### src/verilog/burst_pkg.sv
// ~~~~~~~~~~~~~~~~~~~~
// Widths are fixed for a single 256-word memory bank
// Burst lengths are carried as length minus one, so 1 to 256 words
// Opcode value 3 is unused and folds like a plain copy
// ~~~~~~~~~~~~~~~~~~~~

`default_nettype none

package burst_pkg;

  // Memory word and address widths
  localparam int unsigned DataWidth = 32;
  localparam int unsigned AddrWidth = 8;

  // Burst length field, stored as length minus one
  localparam int unsigned LenWidth = 8;

  // Word count of a finished burst needs one more bit to hold 256
  localparam int unsigned CountWidth = LenWidth + 1;

  // Reduction applied across the words of one burst
  typedef enum logic [1:0] {
    OP_SUM = 2'd0,
    OP_XOR = 2'd1,
    OP_MAX = 2'd2
  } burst_op_e;

  // Burst command as seen on the command input
  typedef struct packed {
    burst_op_e            op;
    logic [AddrWidth-1:0] base;
    logic [LenWidth-1:0]  len_m1;
  } burst_cmd_t;

  // One word read request, tagged with the burst opcode and end marker
  typedef struct packed {
    logic [AddrWidth-1:0] addr;
    burst_op_e            op;
    logic                 last;
  } mem_req_t;

  // Read data with the request tags echoed back
  typedef struct packed {
    logic [DataWidth-1:0] data;
    burst_op_e            op;
    logic                 last;
  } mem_resp_t;

  // Reduced value of one burst together with its word count
  typedef struct packed {
    burst_op_e             op;
    logic [DataWidth-1:0]  value;
    logic [CountWidth-1:0] count;
  } burst_result_t;

  // Preload write, no back-pressure
  typedef struct packed {
    logic [AddrWidth-1:0] addr;
    logic [DataWidth-1:0] data;
  } wr_req_t;

endpackage

`default_nettype wire
### src/verilog/burst_reader.sv
// ~~~~~~~~~~~~~~~~~~~~
// Takes one command at a time and only while idle
// Addresses wrap at the top of the 256-word space
// ~~~~~~~~~~~~~~~~~~~~

`default_nettype none

module burst_reader (
  input  logic                  clk_i,
  input  logic                  rst_n_i,
  input  burst_pkg::burst_cmd_t cmd_i,
  input  logic                  cmd_valid_i,
  output logic                  cmd_ready_o,
  output burst_pkg::mem_req_t   req_o,
  output logic                  req_valid_o,
  input  logic                  req_ready_i
);
  import burst_pkg::*;

  typedef enum logic {
    READ_IDLE,
    READ_ISSUE
  } read_state_e;

  read_state_e          state_q;
  logic [AddrWidth-1:0] addr_q;
  // Words left after the current one
  logic [LenWidth-1:0]  remain_q;
  burst_op_e            op_q;
  logic                 cmd_fire;
  logic                 req_fire;

  assign cmd_ready_o = (state_q == READ_IDLE);
  assign req_valid_o = (state_q == READ_ISSUE);

  assign cmd_fire = cmd_valid_i & cmd_ready_o;
  assign req_fire = req_valid_o & req_ready_i;

  // The request is built from registers only, so it holds while stalled
  assign req_o = '{addr: addr_q, op: op_q, last: (remain_q == '0)};

  always_ff @(posedge clk_i or negedge rst_n_i) begin
    if (!rst_n_i) begin
      state_q  <= READ_IDLE;
      addr_q   <= '0;
      remain_q <= '0;
      op_q     <= OP_SUM;
    end else begin
      case (state_q)
        READ_IDLE: begin
          // Latch the whole command, first request goes out next cycle
          if (cmd_fire) begin
            state_q  <= READ_ISSUE;
            addr_q   <= cmd_i.base;
            remain_q <= cmd_i.len_m1;
            op_q     <= cmd_i.op;
          end
        end
        READ_ISSUE: begin
          if (req_fire) begin
            if (remain_q == '0) begin
              state_q <= READ_IDLE;
            end else begin
              // Plain increment, which wraps from 255 to 0
              addr_q   <= addr_q + 1'b1;
              remain_q <= remain_q - 1'b1;
            end
          end
        end
        default: state_q <= READ_IDLE;
      endcase
    end
  end

endmodule

`default_nettype wire

### config.mk
export PLATFORM = sky130hd
export DESIGN_NAME = burst_reader
export DESIGN_NICKNAME = d
export VERILOG_FILES = /design/src/verilog/burst_pkg.sv /design/src/verilog/burst_reader.sv
export SDC_FILE = /design/constraint.sdc
export NUM_CORES = 1
export LEC_CHECK = 0
export BUFFER_PORTS_ARGS = -buffer_cell sky130_fd_sc_hd__buf_2
export CORE_MARGIN = 3
export CORE_UTILIZATION = 45
export CTS_CLUSTER_SIZE = 16
export DETAILED_ROUTE_END_ITERATION = 7
export HOLD_SLACK_MARGIN = 0.05
export PLACE_DENSITY = 0.76
export SYNTH_ARGS = -nofsm -noshare
export SYNTH_HDL_FRONTEND = slang
export SYNTH_SLANG_ARGS = --single-unit
### constraint.sdc
create_clock -name clk_i -period 1.6 [get_ports clk_i]
set_input_delay 0 -clock clk_i [delete_from_list [all_inputs] [get_ports clk_i]]
set_output_delay 0 -clock clk_i [all_outputs]
set_load 0.05 [all_outputs]
# After elaboration in Yosys (flattened, before gate mapping)
# Cells that the tools add are included.
[word_totals]
out_inout_bits = 13
regBits = 19
[op_classes]
n_mux = 12
n_addsub = 2
bitwise = 3
n_reduce_logical = 3
n_eq_ne = 3
[op_table]
columns = ["operator", "n"]
rows = [
  ["$mux W8", 6],
  ["$pmux W8 S2", 2],
  ["$add A8 B1 Y8 const B", 1],
  ["$logic_not A8 Y1", 1],
  ["$sub A8 B1 Y8 const B", 1],
  ["$ne A2 B1 Y1 const B", 2],
  ["$mux W1", 3],
  ["$reduce_and A3 Y1", 1],
  ["$and A1 B1 Y1", 2],
  ["$ne A2 B2 Y1 const B", 1],
  ["$pmux W1 S2", 1],
  ["$reduce_and A2 Y1", 1],
  ["$not A1 Y1", 1],
]

# Depth between registers and ports, before layout
[depth]
word_depth = 4
ltp_mapped = 7

# Least setup slack after synthesis
# OpenSTA, ideal clock, no wires.
[synth_path]
kind = "flip-flop to flip-flop"
startpoint = "register state_q, in the netlist req_valid_o"
endpoint = "register addr_q[7]"
required_time_ps = 1514
path_slack_ps = -212
t_arrival_ps = 1726
path_stages_with_launch = 5
path_cell_list = "dfrtp_1 -> nand2_1 -> a21o_1 -> or4_1 -> a32oi_1"
[synth_via]
elab_chain_len = 4
elab_cells_between_ends = 8
cone_classes = "eq/ne (3); mux (1); bitwise (3); reduce/logical (1)"
[synth_lines]
columns = ["element", "line", "source"]
rows = [
  ["start, declared", "burst_reader.sv:25", "read_state_e state_q;"],
  ["start signal, assigned", "burst_reader.sv:44", "state_q <= READ_IDLE;"],
  ["start signal, assigned", "burst_reader.sv:53", "state_q <= READ_ISSUE;"],
  ["start signal, assigned", "burst_reader.sv:62", "state_q <= READ_IDLE;"],
  ["$not A1 Y1 (no line)", "n/a", ""],
  ["$and A1 B1 Y1", "burst_reader.sv:36", "assign cmd_fire = cmd_valid_i & cmd_ready_o;"],
  ["$ne A2 B1 Y1 (no line)", "n/a", ""],
  ["$reduce_and A3 Y1 (no line)", "n/a", ""],
  ["end signal, assigned", "burst_reader.sv:54", "addr_q <= cmd_i.base;"],
  ["end signal, assigned", "burst_reader.sv:65", "addr_q <= addr_q + 1'b1;"],
  ["end, declared", "burst_reader.sv:26", "logic [AddrWidth-1:0] addr_q;"],
]
# Several ways; a longest one is shown, not always the timed one.
# A chain may end at the register's enable or synchronous reset.

# Worst setup path in the final report
[layout_path]
startpoint = "register remain_q[1]"
endpoint = "register remain_q[7]"
[layout_via]
elab_chain_len = 4
elab_cells_between_ends = 7
cone_classes = "add/sub (1); eq/ne (1); mux (3); reduce/logical (2)"
[layout_lines]
columns = ["element", "line", "source"]
rows = [
  ["start, declared", "burst_reader.sv:28", "logic [LenWidth-1:0] remain_q;"],
  ["start signal, assigned", "burst_reader.sv:55", "remain_q <= cmd_i.len_m1;"],
  ["start signal, assigned", "burst_reader.sv:66", "remain_q <= remain_q - 1'b1;"],
  ["$sub A8 B1 Y8", "burst_reader.sv:66", ""],
  ["$mux W8", "burst_reader.sv:61", "if (remain_q == '0) begin"],
  ["$mux W8", "burst_reader.sv:60", "if (req_fire) begin"],
  ["$pmux W8 S2", "burst_reader.sv:49", "case (state_q)"],
]
# Several ways; a longest one is shown, not always the timed one. The select of a mux whose other input is x is not followed.

==> results.cfg <==
[layout]
drive_gt1_share_pct = 38.9
final_cells = 221
utilization_pct = 75.9
syn2layout_area_growth_pct = 53.8
final_nets = 219
antennaDiodeCount = 0

[run]
maxCapViolCount = 0

[timing]
worst_slack_ps = -169
setup_viol = 7
finalMaxSlewViolations = 0
finClkSkew_ps = 4.41
holdWs_ps = 146
grt_setup_unrepaired = true
max_freq_mhz = 565
tightest_slew_ps = 441
fin_crit_ps = 1770
hold_viol = 0
period_share_pct = 111
relSlewSlack_pct = 70.6

[synthesis]
synth_largest_area_cell = dfrtp_1
synth_edf_count = 0
synth.area.top_cells = dfrtp_1 (42%), nand2_1 (6.0%), o311ai_0 (4.6%)
synth_seq_area_share_pct = 41.9
syn_inst = 124
synth_commonest_cells = dfrtp_1 (19), nand2_1 (18), nor2_1 (9)
syn_avg_cell_area_um2 = 9.14
synthDistinctLibCells = 38
yosys.area.top_type_share_pct = 41.9
yosys_warnings = 0
async_reset_ff_share_pct = 100
synth_seq_cells = 19
synth_area_um2 = 1130
synthesis.nets = 149
ys.flop_type = dfrtp_1
yosysMostFrequentCell = dfrtp_1

[place]
hpwl_um = 2250
post-place-cells = 194
port_buffers = 34
pre_cts_ws_ps = -144
gp_congestion = 0.827

[power_and_ir_drop]
peakVddDrop_v = 0.00127
power_density_nw_per_um2 = 1630
leakage_nw = 0.764

[worst_setup_path]
r2r_cells = 4
critPathLaunch = remain_q[1]
r2r_slack_ps = -170
path_class = reg -> reg
reg2reg_from = remain_q[1]
critPathArrivalTime_ps = 2000
endpoint = remain_q[7]
crit_fanout = 5
crit_required_ps = 1830
critPathLaunchType = flip-flop
rr_endpoint = remain_q[7]
end_kind = flip-flop

[floorplanning]
chipHeight_um = 56.2
die_area_um2 = 3160
num_rows = 17
fp.coreArea_um2 = 2300
start_util_pct = 49.3
pin_count = 35
die_x_um = 56.2

[global_routing]
grt_pass1_vias = 1252
track_usage_pct = 22.4
grt_overflow = 0
grt_start_max_net_pins = 20
grt_first_pass_wirelength_um = 5680
antenna_found_initial = 0

[drt]
routedWlPerCell_um = 14.8
firstDrtPassIters = 4
num_vias = 1274
ant_nets = 0
drt-total-wl_um = 3270
via_per_inst = 5.76
drc = 0
drt_iter0_drc = 35

[cts]
cts_tree = done
cts.clk_slew.worst_paths_ps = 110
cts_max_level = 1
clockBufferDepth = 2
cts-root-buf = clkbuf_4
numCtsBuffers = 3
clk_latency_ps = 300
cts_sinks = 19

[worst_hold_path]
hold_path_startpoint = cmd_valid_i
hp-class = in -> reg

[status]
status = finished with violations
failed_checks = setup timing
[cell type report]
class,count,area [µm²]
fillers,165,554
repair buffers,72,523
clock inverters,1,5.00
inverters,3,11.3
clock buffers,3,22.5
flip-flops and latches,19,480
well taps,28,35.0
multi-input cells,95,666
[report_power, final]
part | switching (W) | internal (W) | leakage, nW
Clock | 0.000156 | 0.0000933 | 0.0177
Sequential | 0.000270 | 0.000707 | 0.217
Combinational | 0.000968 | 0.000646 | 0.529
[cell families after synthesis]
group                    after synthesis  share of synthesized area [%]
adder cells (fa/ha/maj)                3                           3.31
buffers and inverters                 10                           5.08
AO/OA/AOI/OAI                         38                           24.3
flip-flops                            19                           41.9
AND/OR/NAND/NOR                       54                           25.4
[sequential cells by signal, summed over array words and instances (netlist names)]
signal / flops
addr_q: 8
op_q: 2
remain_q: 8
req_valid_o: 1
[through the flow]
step	setup TNS (ps)	cell area, µm²	total power, W
global placement	-369	1420	0.00235
detailed placement	-989	1420	0.00242
finish	-519	1740	0.00284
CTS	-869	1680	0.00274
global route	-1740	1740	0.00304
floorplan	-82.3	1150	0.00194
[per-layer routing]
layer,up-vias,share of wire [%],global-route usage (%)
met5,-,0,0
met4,0,0.43,3.05
met3,2,4.4,4.87
met2,35,51,39.6
met1,629,44,28.3
li1,608,-,-
[worst max-delay path, stage by stage (launching register included)]
cell and delay, ps:
dfrtp_1 400, buf_4 140, or4_4 550, or4_1 410, a32oi_1 180
[layout by cell type (no fill, tap or decap), drive strengths merged, types with 3 or more instances in the layout]
| master | n |
|---|---|
| nand3 | 3 |
| a21oi | 7 |
| nand2 | 18 |
| or4 | 4 |
| clkbuf | 3 |
| dfrtp | 19 |
| buf | 52 |
| o211ai | 6 |
| dlygate4sd3 | 20 |
| nor3 | 3 |
| a211oi | 5 |
| o311ai | 6 |
| nor2b | 4 |
| nor2 | 9 |
| ha | 3 |
| inv | 3 |
[worst min path at each step]
stage                        to  slack (ps)  cells past startpoint
finish              remain_q[7]         150                      3
global route          addr_q[3]         170                      2
CTS                 remain_q[7]         130                      3
detailed placement  remain_q[6]         -30                      1
global placement    remain_q[6]         -30                      1
floorplan             addr_q[0]        -300                      0
[what timing repair did]
item	4_1_cts	5_1_grt
setup endpoints to repair	16	17
cloned	0	0
pin swaps	1	2
hold buffers	20	0
hold endpoints to repair	38	0
setup buffers	1	2
gates resized for setup	9	13
(Power assumes the default switching activity.)
