<file path="config.mk">
export PLATFORM = sky130hd
export DESIGN_NAME = burst_reducer
export DESIGN_NICKNAME = d
export VERILOG_FILES = /design/src/verilog/burst_pkg.sv /design/src/verilog/burst_reducer.sv
export SDC_FILE = /design/constraint.sdc
export NUM_CORES = 1
export LEC_CHECK = 0
export ABC_CLOCK_PERIOD_IN_PS = 5100
export CAP_MARGIN = 20
export CORE_AREA = 8 8 127 129
export DETAILED_ROUTE_END_ITERATION = 6
export DIE_AREA = 0 0 135 137
export DONT_BUFFER_PORTS = 1
export PLACE_DENSITY = 0.61
export SLEW_MARGIN = 0
export SYNTH_ARGS = -nofsm -noshare
export SYNTH_HDL_FRONTEND = slang
export SYNTH_SLANG_ARGS = --single-unit
</file>
<file path="constraint.sdc">
create_clock -name clk_i -period 5.1 [get_ports clk_i]
set_input_delay 0.51 -clock clk_i [delete_from_list [all_inputs] [get_ports clk_i]]
set_output_delay 0.51 -clock clk_i [all_outputs]
set_load 0.02 [all_outputs]
</file>
<file path="src/verilog/burst_pkg.sv">
// ~~~~~~~~~~~~~~~~~~~~
// Widths are fixed for a single 256-word memory bank
// Burst lengths are carried as length minus one, so 1 to 256 words
// Opcode value 3 is unused and folds like a plain copy
// ~~~~~~~~~~~~~~~~~~~~

`default_nettype none

package burst_pkg;

  // Memory word and address widths
  localparam int unsigned DataWidth = 32;
  localparam int unsigned AddrWidth = 8;

  // Burst length field, stored as length minus one
  localparam int unsigned LenWidth = 8;

  // Word count of a finished burst needs one more bit to hold 256
  localparam int unsigned CountWidth = LenWidth + 1;

  // Reduction applied across the words of one burst
  typedef enum logic [1:0] {
    OP_SUM = 2'd0,
    OP_XOR = 2'd1,
    OP_MAX = 2'd2
  } burst_op_e;

  // Burst command as seen on the command input
  typedef struct packed {
    burst_op_e            op;
    logic [AddrWidth-1:0] base;
    logic [LenWidth-1:0]  len_m1;
  } burst_cmd_t;

  // One word read request, tagged with the burst opcode and end marker
  typedef struct packed {
    logic [AddrWidth-1:0] addr;
    burst_op_e            op;
    logic                 last;
  } mem_req_t;

  // Read data with the request tags echoed back
  typedef struct packed {
    logic [DataWidth-1:0] data;
    burst_op_e            op;
    logic                 last;
  } mem_resp_t;

  // Reduced value of one burst together with its word count
  typedef struct packed {
    burst_op_e             op;
    logic [DataWidth-1:0]  value;
    logic [CountWidth-1:0] count;
  } burst_result_t;

  // Preload write, no back-pressure
  typedef struct packed {
    logic [AddrWidth-1:0] addr;
    logic [DataWidth-1:0] data;
  } wr_req_t;

endpackage

`default_nettype wire
</file>
<file path="src/verilog/burst_reducer.sv">
// ~~~~~~~~~~~~~~~~~~~~
// Beats must arrive in burst order with last on the final word
// Input stalls while a finished result waits for the consumer
// ~~~~~~~~~~~~~~~~~~~~

`default_nettype none

module burst_reducer (
  input  logic                     clk_i,
  input  logic                     rst_n_i,
  input  burst_pkg::mem_resp_t     resp_i,
  input  logic                     resp_valid_i,
  output logic                     resp_ready_o,
  output burst_pkg::burst_result_t result_o,
  output logic                     result_valid_o,
  input  logic                     result_ready_i
);
  import burst_pkg::*;

  logic [DataWidth-1:0]  acc_q;
  logic [CountWidth-1:0] cnt_q;
  // Next beat opens a new burst
  logic                  first_q;
  burst_result_t         result_q;
  logic                  result_valid_q;
  logic [DataWidth-1:0]  fold_value;
  logic [CountWidth-1:0] fold_count;
  logic                  beat_fire;

  assign resp_ready_o = ~result_valid_q;
  assign beat_fire    = resp_valid_i & resp_ready_o;

  assign result_o       = result_q;
  assign result_valid_o = result_valid_q;

  // Fold the incoming word into the running value
  always_comb begin
    fold_value = resp_i.data;
    fold_count = CountWidth'(1);
    // The first beat seeds the accumulator whatever the op
    if (!first_q) begin
      fold_count = cnt_q + 1'b1;
      case (resp_i.op)
        OP_SUM:  fold_value = acc_q + resp_i.data;
        OP_XOR:  fold_value = acc_q ^ resp_i.data;
        OP_MAX:  fold_value = (resp_i.data > acc_q) ? resp_i.data : acc_q;
        default: fold_value = resp_i.data;
      endcase
    end
  end

  always_ff @(posedge clk_i or negedge rst_n_i) begin
    if (!rst_n_i) begin
      first_q        <= 1'b1;
      result_valid_q <= 1'b0;
    end else begin
      if (beat_fire) begin
        first_q <= resp_i.last;
      end
      if (beat_fire && resp_i.last) begin
        result_valid_q <= 1'b1;
      end else if (result_valid_q && result_ready_i) begin
        result_valid_q <= 1'b0;
      end
    end
  end

  // Accumulator, count and result are payload
  always_ff @(posedge clk_i) begin
    if (beat_fire) begin
      acc_q <= fold_value;
      cnt_q <= fold_count;
      if (resp_i.last) begin
        result_q <= '{op: resp_i.op, value: fold_value, count: fold_count};
      end
    end
  end

endmodule

`default_nettype wire

</file>
Word level (Yosys, flattened, before mapping)
Index checks and enable logic that the tools add are counted.

word-level totals
  output and inout bits = 45
  flip-flop bits (word level) = 86
  word-level logic and storage cells = 26

cells by class
  $add $sub $neg = 2
  bitwise gates (word level) = 3
  multiplexer cells = 6
  $lt $le $gt $ge = 1
  equality and inequality tests = 2
  reductions and logical operators = 5

operators by type and width
  operator                                        count
  case mux 32 bit (3 select lines)                1
  2-to-1 mux 32 bit                               2
  adder 32 bit                                    1
  greater-than comparator 32 bit                  1
  XOR 32 bit                                      1
  adder 9 x 1 -> 9 bit (second input constant)    1
  2-to-1 mux 9 bit                                1
  == test 2 x 1 -> 1 bit (second input constant)  1
  == test 2 bit (second input constant)           1
  logical AND 1 bit                               2
  zero test 2 bit                                 1
  2-to-1 mux 1 bit                                2
  AND reduction 2 bit                             1
  nonzero test 2 bit                              1
  bitwise AND 1 bit                               1
  inverter 1 bit                                  1

Depth between registers and ports, before layout
  depth in word-level cells = 4
  gate-level depth with buffers = 14

Least setup slack after synthesis
No wires, ideal clock.

  path kind = input -> register
  from = input resp_valid_i
  to = register result_q (netlist bit result_o[0]) (enable)
  data required time = 4.695 ns
  cell stages on the path = 2
  library setup time = 0.405 ns
  setup slack = 1.019 ns
  arrival time = 3.675 ns
  path through = nor2b_1 -> and2_1

between the ends
  word-level cells in the longest chain between the ends = 2

RTL lines
  element                        RTL line             source
  start: declaration             burst_reducer.sv:12  input logic resp_valid_i,
  bitwise AND 1 bit              burst_reducer.sv:31  assign beat_fire = resp_valid_i & resp_ready_o;
  AND reduction 2 bit (no line)  -
  end signal: assignment         burst_reducer.sv:74  result_q <= '{op: resp_i.op, value: fold_value, count: fold_count};
  end: declaration               burst_reducer.sv:24  burst_result_t result_q;

Every way passes these cells.
A chain may end at the register's enable or synchronous reset.

Worst setup path after layout
  from = register acc_q[29]
  to = register acc_q[19] (data pin)

between the ends
  word-level cells in the longest chain between the ends = 4

RTL lines
  element                           RTL line             source
  start: declaration                burst_reducer.sv:20  logic [DataWidth-1:0] acc_q;
  start signal: assignment          burst_reducer.sv:71  acc_q <= fold_value;
  greater-than comparator 32 bit    burst_reducer.sv:46  OP_MAX: fold_value = (resp_i.data > acc_q) ? resp_i.data : acc_q;
  2-to-1 mux 32 bit                 burst_reducer.sv:46
  case mux 32 bit (3 select lines)  burst_reducer.sv:43  case (resp_i.op)
  2-to-1 mux 32 bit                 burst_reducer.sv:41  if (!first_q) begin
  named net fold_value[19]          burst_reducer.sv:26  logic [DataWidth-1:0] fold_value;

The timed path passes the listed nets, and every way through them passes these cells.

==> metrics.md <==
| Metric | Value |
|---|---|
| Max clock buf depth | `2` |
| Fillers | `between 1000 and 1500` |
| Unrepaired setup endpoints after global routing | `false` |
| Detailed Route WL | `approximately 16 mm` |
| DRC viols | `0` |
| Total Die Area | `roughly 18000 µm²` |
| Period utilisation layout | `approximately three quarters` |
| First-pass GRT wire length | `26.21 mm` |
| Hold/Removal Path Class | `in -> reg` |
| Num rows | `44` |
| Finished Cell Area | `roughly 6700 µm²` |
| EDFF count, synth | `84` |
| Crit path time final | `roughly 3800 ps` |
| Wirelength per Cell | `around 20 µm` |
| CP arrival | `3940 ps` |
| # placed instances | `812` |
| Setup TNS | `0 ps` |
| Reg2reg path depth | `9` |
| Starting Density | `43.63%` |
| Int Pwr | `between 1.5 and 2 mW` |
| Status | `finished clean` |
| TritonCTS Buffers | `9` |
| Max-cap violation count | `0` |
| Skew final | `between 10 and 15 ps` |
| Post-synth ARST share | `2.326%` |
| Sequential share of power | `41.6%` |
| Pwr dens | `352.7 nW/µm²` |
| Post-route ant nets | `0` |
| Gpl congestion | `~0.88` |
| Final nets | `~750` |
| Post-synth cell types | `just over 60` |
| Layout cells sized above 1 | `5.418%` |
| CTS tree | `yes` |
| DP Wirelength | `approximately 12 mm` |
| Lkg Pwr | `about 2.6 nW` |
| Vias in the first global route | `5038` |
| Tot GR Track Use | `~18%` |
| Syn_nets | `757` |
| Sw frac | `around a third` |
| VDD IR max | `about 0.00015 V` |
| Vias | `~5000` |
| Syn Area/Cell | `9.490 µm²` |
| Pins Over Slew Limit | `0` |
| Largest net degree at the start of global routing | `46` |
| H-tree Lvls | `3` |
| Required time of the critical path | `~5300 ps` |
| Post-CTS Setup Inserts | `0` |
| Comb power frac | `~29%` |
| Final setup fails | `0` |
| Syn Inst Count | `roughly 650` |
| Initial antenna violation count | `0` |
| Worst Setup End Kind | `flop` |
| Clock Sinks | `86` |
| Avg Vias per Cell | `slightly below 6` |
| Actual slew at the worst max-slew pin | `around 910 ps` |
| DP Area | `6309 µm²` |
| Yosys warnings | `0` |
| Total power | `around 2.3 mW` |
| P_sw | `roughly 0.81 mW` |
| Post-CTS Hold Fix Bufs | `1` |
| Register area | `roughly 2600 µm²` |
| CTS-repair resized insts | `0` |
| Total core area | `between 10000 and 15000 µm²` |
| Min-Delay Path Depth | `1` |
| CP startpoint kind | `flop` |
| Max Freq | `0.2644 GHz` |
| Ant diodes | `0` |
| DRT Pass-1 Iters | `5` |
| Max-Slew Margin vs Limit | `39.00%` |
| Die Ht | `about 140 µm` |
| Port buffer count | `0` |
| Clock network fraction of total power | `about 30%` |
| Most used DFF post-synth | `edfxtp_1` |
| Final Non-Filler Cells | `830` |
| Later-pin clock latency in the skew report | `350 ps` |
| Sequential share of the synthesized area | `just over 40%` |
| Io pins | `84` |
| Die W | `around 140 µm` |
| Multi-input logic area | `3257 µm²` |
| Root Driver | `clkbuf_16` |
| Layout area overhead | `7.329%` |
| Critical path fanouts, max | `18` |
| DR iter-0 viols | `between 500 and 600` |
| Clock-pin slew on the worst setup and hold paths | `roughly 70 ps` |
| Gr ovfl total | `0` |
| Fin. Hold Viols | `0` |
| Critical path class | `reg -> reg` |
| Synthesized flop and latch total | `86` |
| Post-Syn Area | `6197 µm²` |
-- Yosys cell counts (5+ instances only) --
master	number	area, µm²
ha_1	64	800.8
nand2_1	26	97.59
a31oi_1	6	37.54
xor2_1	6	52.55
nor4_1	7	43.79
clkbuf_1	16	60.06
nand4_1	7	43.79
xnor2_1	19	166.4
nor3_1	14	70.07
o31ai_1	6	45.04
a21o_1	7	52.55
edfxtp_1	84	2522
inv_1	62	232.7
o211ai_1	6	45.04
a211oi_1	5	37.54
nand3_1	12	60.06
a21oi_1	72	360.4
o21ai_0	56	280.3
o21bai_1	7	52.55
nor2b_1	8	50.05
nor2_1	60	225.2
or3_1	6	37.54
o21ai_1	5	25.02
a22oi_1	20	150.1
-- path summary, 6_finish.rpt --
check | endpoint | startpoint | slack, ps
worst min register to register | result_o[0]$_DFFE_PP_ | cnt_q[0]$_DFFE_PP_ | 640
worst max-delay path | acc_q[19]$_DFFE_PP_ | acc_q[29]$_DFFE_PP_ | 1320
worst max register to register | acc_q[19]$_DFFE_PP_ | acc_q[29]$_DFFE_PP_ | 1320
worst min-delay path | result_valid_o$_DFFE_PN0P_ | result_ready_i | 230
min in group asynchronous | result_valid_o$_DFFE_PN0P_ | rst_n_i | 380
max in group asynchronous | first_q$_DFFE_PN1P_ | rst_n_i | 4510
-- power groups by stage --
stage	logic (mW)	clock network (mW)	registers, mW
floorplan	0.527	0	0.970
global placement	0.644	0	0.992
detailed placement	0.655	0	0.993
CTS	0.663	0.717	0.978
global route	0.751	0.739	0.987
finish	0.670	0.701	0.975
-- worst max-delay path: stages, from the launching register on --
cell	delay, ps
edfxtp_1	390
inv_1	60
ha_1	400
nand4_1	150
or2_1	300
or4_1	560
o22a_1	510
nor3_4	860
a22oi_1	200
o21ai_0	150
-- registers in the layout, summed over array words and instances, names as in the netlist --
signal	count
result_o	43
result_valid_o	1
first_q	1
cnt_q	9
acc_q	32
-- routing by layer --
layer  share of wire [%]  global-route usage (%)  vias to the layer above
met2                  46                   28.45                      161
li1                    -                       -                     2370
met5                   0                       0                        -
met1                  45                   22.47                     2396
met3                 7.0                   4.809                       26
met4                 2.5                   8.267                        0
-- metrics by stage --
stage          setup slack, ps  hold WS (ps)  utilization [%]
6_report                  1318         229.7            46.83
5_1_grt                   1034         228.8            46.83
4_1_cts                   1311         216.3            46.69
3_5_place_dp              1258         214.5            44.42
3_3_place_gp              1388         214.5            44.42
2_1_floorplan             1019         214.4                -
-- final cells by class --
| cell class | count | share of cell area, % |
|---|---|---|
| clock buffer | 9 | 3.386 |
| clock inverter | 7 | 1.317 |
| inverter | 62 | 3.499 |
| multi-input combinational | 478 | 48.97 |
| sequential | 86 | 38.69 |
| tap | 184 | 3.461 |
| timing repair buffer | 4 | 0.6772 |
-- placed cells by master, fill, tap and decap left out, types with 3 or more instances in the layout --
cell,synthesis,layout
edfxtp_1,84,84
a21oi_1,72,72
ha_1,64,64
inv_1,62,62
nor2_1,60,60
o21ai_0,56,56
nand2_1,26,26
a22oi_1,20,20
xnor2_1,19,19
nor3_1,14,14
nand3_1,12,12
clkbuf_16,0,9
nor2b_1,8,7
o21bai_1,7,7
nand4_1,7,7
a21o_1,7,7
nor4_1,7,7
or3_1,6,6
xor2_1,6,6
o211ai_1,6,6
a31oi_1,6,6
o31ai_1,6,6
a211oi_1,5,5
o21ai_1,5,5
nor3b_1,4,4
nand2b_1,4,4
and3_1,3,3
o22ai_1,3,3
o21a_1,3,3
a221oi_1,3,3
o21ba_2,3,3
or2_2,3,3
inv_6,0,3
-- logic make-up (layout without fill, tap and decap cells) --
logic type	count (synthesis)	after routing	synth area share, %
adders and majority gates	65	65	13.24
AOI/OAI and AO/OA	222	222	22.19
xor gates and xnor gates	25	25	3.533
and+or+nand+nor	163	163	12.80
DFF	86	86	41.53
buffers and inverters	89	82	6.057
muxes	3	3	0.6461
No activity file was read; power rests on OpenSTA's default activity.
