`src/verilog/burst_pkg.sv`:
```
// ~~~~~~~~~~~~~~~~~~~~
// Widths are fixed for a single 256-word memory bank
// Burst lengths are carried as length minus one, so 1 to 256 words
// Opcode value 3 is unused and folds like a plain copy
// ~~~~~~~~~~~~~~~~~~~~

`default_nettype none

package burst_pkg;

  // Memory word and address widths
  localparam int unsigned DataWidth = 32;
  localparam int unsigned AddrWidth = 8;

  // Burst length field, stored as length minus one
  localparam int unsigned LenWidth = 8;

  // Word count of a finished burst needs one more bit to hold 256
  localparam int unsigned CountWidth = LenWidth + 1;

  // Reduction applied across the words of one burst
  typedef enum logic [1:0] {
    OP_SUM = 2'd0,
    OP_XOR = 2'd1,
    OP_MAX = 2'd2
  } burst_op_e;

  // Burst command as seen on the command input
  typedef struct packed {
    burst_op_e            op;
    logic [AddrWidth-1:0] base;
    logic [LenWidth-1:0]  len_m1;
  } burst_cmd_t;

  // One word read request, tagged with the burst opcode and end marker
  typedef struct packed {
    logic [AddrWidth-1:0] addr;
    burst_op_e            op;
    logic                 last;
  } mem_req_t;

  // Read data with the request tags echoed back
  typedef struct packed {
    logic [DataWidth-1:0] data;
    burst_op_e            op;
    logic                 last;
  } mem_resp_t;

  // Reduced value of one burst together with its word count
  typedef struct packed {
    burst_op_e             op;
    logic [DataWidth-1:0]  value;
    logic [CountWidth-1:0] count;
  } burst_result_t;

  // Preload write, no back-pressure
  typedef struct packed {
    logic [AddrWidth-1:0] addr;
    logic [DataWidth-1:0] data;
  } wr_req_t;

endpackage

`default_nettype wire
```
`src/verilog/mem_to_stream.sv`:
```
// ~~~~~~~~~~~~~~~~~~~~
// Memory must answer every granted request exactly once, in order
// At most BufDepth requests are in flight or buffered at any time
// BufDepth below 1 stops elaboration
// ~~~~~~~~~~~~~~~~~~~~

`default_nettype none

module mem_to_stream #(
  parameter int unsigned BufDepth = 2
) (
  input  logic                 clk_i,
  input  logic                 rst_n_i,
  input  burst_pkg::mem_req_t  req_i,
  input  logic                 req_valid_i,
  output logic                 req_ready_o,
  output burst_pkg::mem_resp_t resp_o,
  output logic                 resp_valid_o,
  input  logic                 resp_ready_i,
  output burst_pkg::mem_req_t  mem_req_o,
  output logic                 mem_req_valid_o,
  input  logic                 mem_gnt_i,
  input  burst_pkg::mem_resp_t mem_resp_i,
  input  logic                 mem_resp_valid_i
);

  typedef logic [$clog2(BufDepth+1)-1:0] credit_t;

  // Free buffer slots not yet claimed by a granted request
  credit_t credit_q;
  logic    buf_ready;
  logic    has_room;
  logic    req_fire;
  logic    resp_fire;

  if (BufDepth < 1) begin : gen_depth_check
    $fatal(1, "mem_to_stream needs BufDepth of at least 1");
  end

  stream_fifo #(
    .Depth (BufDepth)
  ) i_resp_buf (
    .clk_i   (clk_i),
    .rst_n_i (rst_n_i),
    .data_i  (mem_resp_i),
    .valid_i (mem_resp_valid_i),
    .ready_o (buf_ready),
    .data_o  (resp_o),
    .valid_o (resp_valid_o),
    .ready_i (resp_ready_i)
  );

  // A slot is reserved at the grant, so the response one cycle later always fits
  assign has_room = buf_ready & (credit_q != '0);

  assign mem_req_o       = req_i;
  assign mem_req_valid_o = req_valid_i & has_room;
  assign req_ready_o     = mem_gnt_i & has_room;

  assign req_fire  = mem_req_valid_o & mem_gnt_i;
  assign resp_fire = resp_valid_o & resp_ready_i;

  // A slot returns once its beat leaves the buffer
  always_ff @(posedge clk_i or negedge rst_n_i) begin
    if (!rst_n_i) begin
      credit_q <= credit_t'(BufDepth);
    end else if (req_fire && !resp_fire) begin
      credit_q <= credit_q - 1'b1;
    end else if (resp_fire && !req_fire) begin
      credit_q <= credit_q + 1'b1;
    end
  end

endmodule

`default_nettype wire

```
`src/verilog/stream_fifo.sv`:
```
// ~~~~~~~~~~~~~~~~~~~~
// Fall-through FIFO for response beats, Depth must be at least 1
// An empty FIFO forwards data_i to data_o in the same cycle
// ready_o only depends on the fill level, never on ready_i
// ~~~~~~~~~~~~~~~~~~~~

`default_nettype none

module stream_fifo #(
  parameter int unsigned Depth = 2
) (
  input  logic                 clk_i,
  input  logic                 rst_n_i,
  input  burst_pkg::mem_resp_t data_i,
  input  logic                 valid_i,
  output logic                 ready_o,
  output burst_pkg::mem_resp_t data_o,
  output logic                 valid_o,
  input  logic                 ready_i
);
  import burst_pkg::*;

  // A single-entry FIFO still needs a one-bit pointer
  typedef logic [(Depth > 1 ? $clog2(Depth) : 1)-1:0] ptr_t;
  typedef logic [$clog2(Depth+1)-1:0] count_t;

  mem_resp_t storage_q [Depth];
  ptr_t      rd_ptr_q;
  ptr_t      wr_ptr_q;
  count_t    count_q;
  logic      empty;
  logic      full;
  logic      push;
  logic      pop;
  logic      store;
  logic      drain;

  // Advance a pointer and wrap after the last entry
  function automatic ptr_t ptr_next(input ptr_t ptr);
    ptr_next = (ptr == ptr_t'(Depth - 1)) ? '0 : ptr + 1'b1;
  endfunction

  assign empty = (count_q == '0);
  assign full  = (count_q == count_t'(Depth));

  assign ready_o = ~full;

  // When empty the input beat is visible right away
  assign valid_o = ~empty | valid_i;
  assign data_o  = empty ? data_i : storage_q[rd_ptr_q];

  assign push = valid_i & ready_o;
  assign pop  = valid_o & ready_i;

  // A beat that passes straight through an empty FIFO is never stored
  assign store = push & ~(empty & pop);
  // Only a pop of a stored entry moves the read side
  assign drain = pop & ~empty;

  always_ff @(posedge clk_i or negedge rst_n_i) begin
    if (!rst_n_i) begin
      rd_ptr_q <= '0;
      wr_ptr_q <= '0;
      count_q  <= '0;
    end else begin
      if (store) begin
        wr_ptr_q <= ptr_next(wr_ptr_q);
      end
      if (drain) begin
        rd_ptr_q <= ptr_next(rd_ptr_q);
      end
      count_q <= count_q + count_t'(store) - count_t'(drain);
    end
  end

  // Entry storage holds payload only
  always_ff @(posedge clk_i) begin
    if (store) begin
      storage_q[wr_ptr_q] <= data_i;
    end
  end

endmodule

`default_nettype wire

```
`config.mk`:
```
export PLATFORM = sky130hd
export DESIGN_NAME = mem_to_stream
export DESIGN_NICKNAME = d
export VERILOG_FILES = /design/src/verilog/burst_pkg.sv /design/src/verilog/mem_to_stream.sv /design/src/verilog/stream_fifo.sv
export SDC_FILE = /design/constraint.sdc
export NUM_CORES = 1
export LEC_CHECK = 0
export ABC_AREA = 1
export BUFFER_PORTS_ARGS = -buffer_cell sky130_fd_sc_hd__buf_2
export CAP_MARGIN = 25
export CORE_MARGIN = 2
export CORE_UTILIZATION = 54
export CTS_BUF_LIST = sky130_fd_sc_hd__clkbuf_4
export DETAILED_ROUTE_END_ITERATION = 6
export HOLD_SLACK_MARGIN = 0.05
export PLACE_DENSITY_LB_ADDON = 0.15
export SETUP_SLACK_MARGIN = 0.1
export SLEW_MARGIN = 20
export SYNTH_ARGS = -nofsm -noshare
export SYNTH_HDL_FRONTEND = slang
export SYNTH_HIERARCHICAL = 1
export SYNTH_SLANG_ARGS = --single-unit
```
`constraint.sdc`:
```
create_clock -name clk_i -period 3.8 [get_ports clk_i]
set_clock_uncertainty 0.1 [all_clocks]
set_input_delay 0.76 -clock clk_i [delete_from_list [all_inputs] [get_ports clk_i]]
set_output_delay 0.76 -clock clk_i [all_outputs]
set_load 0.005 [all_outputs]
```
Word level (Yosys, flattened, before mapping) --
Memories as Yosys holds them, arrays and structs flattened. Index checks and enable logic that the tools add are counted.
Storage, ports and cells: input port bits 52, logic and storage cells 39, bits in writable memories 70, memories kept 1, register bits after elaboration 6, output and inout bits 49
Memory list:
- i_resp_buf.storage_q | words 2, bits a word 35, read ports 1, clocked after Yosys merged registers in 0, wr ports 1, RTL line stream_fifo.sv:27 | mem_resp_t storage_q [Depth];
Operators by class: add/subtract/negate cells 6, mux-type cells 7, reduce and logical (&&, ||, !) cells 7, equality and inequality tests 1, bitwise logic cells 13
Operators with widths (count):
- 35-bit two-way mux | 1
- 1-bit bitwise AND | 9
- 1-bit two-way mux | 4
- 2-bit two-way mux | 2
- 2-bit nonzero test | 2
- 1-bit inverter | 3
- 1-bit adder (second input constant) | 2
- 2-bit by 1-bit adder with 2-bit output | 1
- 2-bit by 1-bit adder with 2-bit output (second input constant) | 1
- 2-bit == test (second input constant) | 1
- 1-bit logical AND | 2
- 1-bit zero test | 2
- 2-bit zero test | 1
- 2-bit by 1-bit subtractor with 2-bit output | 1
- 2-bit by 1-bit subtractor with 2-bit output (second input constant) | 1
- 1-bit bitwise OR | 1

Logic depth before layout (Yosys ltp) --
Gate-level depths: netlist of run 1.
depth in word-level cells 9, mapped depth 10, mapped depth without buffers 10

By module --
The synthesis of run 1 kept the hierarchy.
Modules (own cells, without submodules):
- stream_fifo | times used 1, cells each 327, seq. area each 2202.1 um2, area each 3254.4 um2
- mem_to_stream | times used 1, cells each 32, seq. area each 51.3 um2, area each 225.2 um2

Worst setup path after synthesis of run 1 --
Ideal clock, no wire load.
path kind input to register, from in resp_ready_i, to mem i_resp_buf/storage_q[1][0] (netlist bit) (enable), required time 3.273 ns, arrival time 2.413 ns, path slack 0.859 ns, cell stages on the path 3, cell sequence nand2_1 nand3_1 nor2_1
Between the ends: word-level cells in the longest chain between the ends 6
RTL lines:
- from (decl) | RTL line mem_to_stream.sv:19 | input logic resp_ready_i,
- 1-bit bitwise AND | RTL line stream_fifo.sv:53 | assign pop = valid_o & ready_i;
- 1-bit bitwise AND | RTL line stream_fifo.sv:56 | assign store = push & ~(empty & pop);
- 1-bit inverter | RTL line stream_fifo.sv:56
- 1-bit bitwise AND | RTL line stream_fifo.sv:56
- 1-bit two-way mux | RTL line stream_fifo.sv:78 | if (store) begin
- 1-bit two-way mux (not written as such) | RTL line stream_fifo.sv:79 | storage_q[wr_ptr_q] <= data_i;
- to (decl) | RTL line stream_fifo.sv:27
Every way passes these cells.

==> impl_metrics.ini, run 1 <==
[hold_path]
hold_path_startpoint = credit_q[1]$_DFFE_PN1P_
hold_path_depth = 2
hold_path.class = flip-flop to flip-flop
hold-path-endpoint = credit_q[1]$_DFFE_PN1P_

[clock_network]
clkTransAtPathRegs_ps = 110
cts-htree-levels = 3
ctsRootBufferMaster = clkbuf_4
post_cts_buffers = 0
cts_buffers = 9
maximum_count_of_clock_buffers_along_a_single_path = 2
tritoncts = done
cts_num_sinks = 76
clk_latency_ps = 400

[die]
number_of_top_level_design_ports = 101
floorplan.initialDensity_pct = 55.4
num_rows = 29
coreArea_um2 = 6280
fp.dieArea_um2 = 7100
vertical_die_dimension_um = 84.3
die_wd_um = 84.3

[logic_synthesis]
mappedNetlistNets = 414
post_synth.cell_area_avg_um2 = 9.69
yosys.area.top_type_share_pct = 60.4
synth_enable_flop_cells = 70
ys_warn_count = 6
synth-async-reset-ratio_pct = 7.89
post-synth-top-area-cell = edfxtp_1
yosys_register_bits = 76
yosysSeqAreaShare_pct = 64.8
leading_post_synthesis_cells_by_cell_area = edfxtp_1, nand2_1, nor2_1
synth_cell_type_count = 21
top_count_cell_post_synth = nand2_1
synth-main-ff-cell = edfxtp_1
synth.cells.most_frequent = nand2_1, nor2_1, edfxtp_1
postSynthCellCount = 359
synthesis.area_um2 = 3480

[pwr]
powerDensity_nw_per_um2 = 755
power_report.internal_total_mw = 1.84
clock_power_share_pct = 15.2
comb_power_share_pct = 44.4
sw_frac_of_total_pct = 38.7
power.total_mw = 3.00
pwr-share-seq_pct = 40.4
net-switching-power_mw = 1.16
vdd_ir_drop_max_v = 0.000498
leakagePower_nw = 1.80

[layout]
antenna_cells = 0
fillCellCount = 547
fin_nets = 483
area_delta_synth_final_pct = 14.2
drive_gt1_share_pct = 23.8
post-route-cell-area_um2 = 3970

[placement]
detailedPlacementHpwl_mm = 4.17
place.gp.congestion = 0.722
place.port_buffers = 78
placedInstanceArea_um2 = 3810

[setup_path]
critical_path.max_stage_delay_ps = 580
worstPathMaxFanout = 28
timing.reg2reg.setup_slack_ps = 1690
critical_path.cell_chain = buf_4, nor2_1, nor2_1, nand2_1, nand2_1, buf_2
worst_setup_path_end_kind = primary output
cp_data_arrival_time_ps = 1870
crit-reg2reg-capture = i_resp_buf/storage_q[0][2]$_DFFE_PP_
critical_path_class = flip-flop to primary output
slowest_stage = dfrtp_1
worst_setup_path_start_kind = flip-flop
required_ps = 2940
rr_startpoint = i_resp_buf/count_q[1]$_DFF_PN0_
worstRegToRegCells = 4

[outcome]
run_status = finished clean

[sta]
max_clock_freq_mhz = 366
final-setup-viol-count = 0
slew-limit-headroom_pct = 54.3
finalCritPeriodShare_pct = 71.9
hold_violations = 0
holdWs_ps = 383
setup_tns_ps = 0
rsz0062_at_grt = false
final_max_slew_viol_count = 0
max_slew.worst_pin.slew_ps = 684
final_period_minus_worst_setup_slack_ps = 2730

[global_routing]
antenna_found_initial = 0
grt.overflow.total = 0
first_pass_grt_wire_length_mm = 10.9
largest_net_degree_at_the_start_of_global_routing = 38
global_route.usage.total_pct = 19.7
number_of_global_route_vias_before_repair = 2391

[routing]
detail_route.vias_per_cell = 4.77
wl_mm = 6.54
routed_wire_length_per_instance_um = 12.8
detailedRoute.firstPassIterationCount = 4
vias = 2435
drt-initial-drc-count = 123
drc_errors = 0
antenna_violating_nets_post_route = 0

[flow_run]
timing.max_cap.violations = 0
[per-layer routing]
layer	global-route usage (%)	routed length [µm]	share of wire (%)
met1	24.4	2780	43
met2	33.3	3340	51
met3	5.51	347	5.3
met4	6.74	68	1.0
met5	0	0	0
[per-stage QoR]
step / utilization, % / worst slack (ps) / std cells
floorplan: - / 859 / 359
global placement: 60.6 / 1350 / 492
detailed placement: 60.6 / 1320 / 492
CTS: 62.9 / 1020 / 509
global route: 63.3 / 840 / 510
finish: 63.3 / 1070 / 510
[layout by cell type (no fill, tap or decap), drive strengths merged, types with 3 or more instances in the layout]
cell,instances
nand2,119
nor2,110
buf,82
edfxtp,70
inv,14
clkbuf,10
dfrtp,5
clkinv,4
nand3,3
ha,3
o21ai,3
[flip-flops by register name, summed over array words and instances (netlist names)]
| signal | cells |
|---|---|
| i_resp_buf/storage_q | 70 |
| i_resp_buf/count_q | 2 |
| i_resp_buf/wr_ptr_q | 1 |
| credit_q | 2 |
| i_resp_buf/rd_ptr_q | 1 |
[power groups by stage]
| stage | clock [mW] | sequential (mW) | combinational [mW] |
|---|---|---|---|
| after floorplan | 0 | 1.20 | 0.939 |
| after global placement | 0 | 1.23 | 1.30 |
| after detailed placement | 0 | 1.23 | 1.33 |
| after CTS | 0.469 | 1.22 | 1.33 |
| after global routing | 0.512 | 1.24 | 1.54 |
| final | 0.455 | 1.21 | 1.33 |
[layout make-up]
type	instances	area (µm²)	share of cell area, %
clock buffer	10	75.1	1.89
clock inverter	6	55.1	1.39
inverter	14	55.1	1.39
multi-input combinational	244	988	24.9
sequential	76	2250	56.7
tap	77	96.3	2.42
timing repair buffer	83	450	11.3
[critical path, delay by kind of cell (launching register included)]
family	cells	cell delay, ps
and+or+nand+nor	4	380
DFF	1	580
buffers and inverters	2	500
[kinds of logic after synthesis]
family          share of synthesized area [%]
compound gates                          0.431
flops                                    64.8
fa+ha+maj                                1.08
buf+inv                                  7.19
xor+xnor                                0.755
simple gates                             25.8
[repair_timing]
item                                   4_1_cts  5_1_grt
gates resized for setup                      0        0
setup endpoints to repair                    0        0
hold buffers                                 1        0
endpoints found under the hold margin        4        0
[worst max path at each step]
| stage | depth (start not counted) | from | end | slack [ps] |
|---|---|---|---|---|
| after global routing | 6 | i_resp_buf/rd_ptr_q$_DFFE_PN0P_ | resp_o[17] | 840 |
| after detailed placement | 5 | resp_ready_i | i_resp_buf/storage_q[0][15]$_DFFE_PP_ | 1320 |
| final | 6 | i_resp_buf/rd_ptr_q$_DFFE_PN0P_ | resp_o[23] | 1070 |
| after floorplan | 3 | resp_ready_i | i_resp_buf/storage_q[1][0]$_DFFE_PP_ | 860 |
| after global placement | 5 | resp_ready_i | i_resp_buf/storage_q[0][12]$_DFFE_PP_ | 1350 |
| after CTS | 6 | i_resp_buf/rd_ptr_q$_DFFE_PN0P_ | resp_o[23] | 1020 |
Power figures use the tool's default switching activity.
==> inputs of run 2 (changes only) <==
--- a/config.mk
+++ b/config.mk
@@ -9,7 +9,7 @@
 export BUFFER_PORTS_ARGS = -buffer_cell sky130_fd_sc_hd__buf_2
 export CAP_MARGIN = 25
 export CORE_MARGIN = 2
-export CORE_UTILIZATION = 54
+export CORE_UTILIZATION = 48
 export CTS_BUF_LIST = sky130_fd_sc_hd__clkbuf_4
 export DETAILED_ROUTE_END_ITERATION = 6
 export HOLD_SLACK_MARGIN = 0.05
==> constraint.sdc (replaced) <==
create_clock -name clk_i -period 2.4 [get_ports clk_i]
set_clock_uncertainty 0.1 [all_clocks]
set_input_delay 0.48 -clock clk_i [delete_from_list [all_inputs] [get_ports clk_i]]
set_output_delay 0.48 -clock clk_i [all_outputs]
set_load 0.005 [all_outputs]
==> run 2 against run 1 <==
- global-route usage shrank 2.3 points
- critical path depth is the same
- sequential power grew 57%
- flip-flop and latch count is the same
- non-clock buffer count grew 4
- cell count grew 5.1%
- via count grew 2.6%
- clock power grew 84%
- design area grew 2.0%
- core utilization shrank 6.5 points
- first-iteration DRC count shrank 5.7%
- setup slack lost 850 ps
- largest power group unchanged
==> impl_metrics.ini, run 2 (synthesis gave the netlist of run 1 again) <==
[layout]
fillCellCount = 674
most_frequent_cells_in_the_layout = nand2_1, nor2_1, buf_2, edfxtp_1, inv_1
top_regs = i_resp_buf/storage_q: 70 flops, credit_q: 2 flops, i_resp_buf/count_q: 2 flops
finalCoreUtilization_pct = 56.8
regMostFlops = i_resp_buf/storage_q
fin_nets = 487
area_delta_synth_final_pct = 16.5
drive_gt1_share_pct = 24.7
most_common_library_cell_in_the_layout_ignoring_fill_and_taps = nand2_1
antenna_cells = 0
largest_register_ff_count = 70
fin_cells = 536

[placement]
detailedPlacementHpwl_mm = 4.31
place.gp.congestion = 0.741
placed_cells = 519
place.port_buffers = 78
pre_cts_slack_ps = 417

[die]
vertical_die_dimension_um = 89.1
coreArea_um2 = 7140
num_rows = 31
fp.dieArea_um2 = 7950
floorplan.initialDensity_pct = 48.8
die_wd_um = 89.1
number_of_top_level_design_ports = 101

[setup_path]
worstPathMaxFanout = 20
slowest_stage = dfrtp_2
critical_path_buf_inv_count = 3
critical_path.max_stage_delay_ps = 470
worst_setup_path_end_kind = primary output
path_delay_family = flip-flops
cp_data_arrival_time_ps = 1600
required_ps = 1820
timing.reg2reg.setup_slack_ps = 610
critPathMostFrequentCell = nand2_1
worst_setup_path_start_kind = flip-flop
critical_path.cell_chain = nor2_4, inv_4, buf_6, nand2_1, nand2_1, buf_2
critical_path_class = flip-flop to primary output

[clock_network]
cts_num_sinks = 76
clkTransAtPathRegs_ps = 120
cts_buffers = 9
tritoncts = done
clk_latency_ps = 410
ctsRootBufferMaster = clkbuf_4
maximum_count_of_clock_buffers_along_a_single_path = 2
cts-htree-levels = 3

[global_routing]
largest_net_degree_at_the_start_of_global_routing = 38
antenna_found_initial = 0
first_pass_grt_wire_length_mm = 10.1
global_route.usage.total_pct = 17.4
number_of_global_route_vias_before_repair = 2195
grt.overflow.total = 0

[routing]
antenna_violating_nets_post_route = 0
drt-initial-drc-count = 116
detail_route.vias_per_cell = 4.66
routed_wire_length_per_instance_um = 12.3
wl_mm = 6.58
detailedRoute.firstPassIterationCount = 4
drc_errors = 0
vias = 2498

[pwr]
leakagePower_nw = 1.82
vdd_ir_drop_max_v = 0.000597
powerDensity_nw_per_um2 = 1210

[hold_path]
hold_path.class = primary input to flip-flop

[sta]
setup_tns_ps = 0
worst_path_setup_slack_after_routing_ps = 215
finalCritPeriodShare_pct = 91.0
final_max_slew_viol_count = 0
final_period_minus_worst_setup_slack_ps = 2180
rsz0062_at_grt = true
slew-limit-headroom_pct = 80.3
final-setup-viol-count = 0
hold_violations = 0
max_slew.worst_pin.slew_ps = 296
max_clock_freq_mhz = 458

[outcome]
run_status = finished clean

[flow_run]
timing.max_cap.violations = 0
## run 2: routing by layer
metal	up-vias	global-route usage (%)	routed length [µm]
met2	63	29.8	3230
li1	1276	-	-
met3	8	4.71	287
met4	0	6.51	108
met1	1151	21.0	2950
met5	-	0	0
## run 2: final timing paths
kind                                                  from                                     to  cells after the start
min in group asynchronous                          rst_n_i        i_resp_buf/wr_ptr_q$_DFFE_PN0P_                      2
min                                         mem_resp_i[24]  i_resp_buf/storage_q[0][24]$_DFFE_PP_                      1
max                        i_resp_buf/count_q[1]$_DFF_PN0_                             resp_o[30]                      6
min reg2reg                        credit_q[1]$_DFFE_PN1P_                credit_q[1]$_DFFE_PN1P_                      2
max reg2reg                i_resp_buf/count_q[1]$_DFF_PN0_                credit_q[1]$_DFFE_PN1P_                      9
max in group asynchronous                          rst_n_i                credit_q[1]$_DFFE_PN1P_                      2
## run 2: power by group
part / internal (mW) / switching [mW]
Sequential: 1.79 / 0.113
Clock: 0.426 / 0.413
Combinational: 0.843 / 1.32
Total: 3.06 / 1.85
## run 2: per-stage QoR
step	instance area (µm²)	power (mW)	hold WS [ps]
2_1_floorplan	3480	3.39	84.4
3_3_place_gp	3870	4.07	219
3_5_place_dp	3870	4.12	221
4_1_cts	4040	4.97	129
5_1_grt	4050	5.38	106
6_report	4050	4.90	161
## run 2: what timing repair did
action | in CTS | in global routing
gates resized for setup | 2 | 4
endpoints found under the hold margin | 6 | 0
endpoints found under the setup margin | 17 | 27
buffers inserted | 0 | 0
hold buffers | 1 | 0
## run 2: cell type report
class                      instances  area, µm²  share of cell area (%)
inverter                          14       60.1                    1.48
tap                               99        124                    3.06
clock buffer                      10       75.1                    1.85
timing repair buffer              87        472                    11.6
sequential                        76       2250                    55.6
multi-input combinational        244        988                    24.4
clock inverter                     6       80.1                    1.98
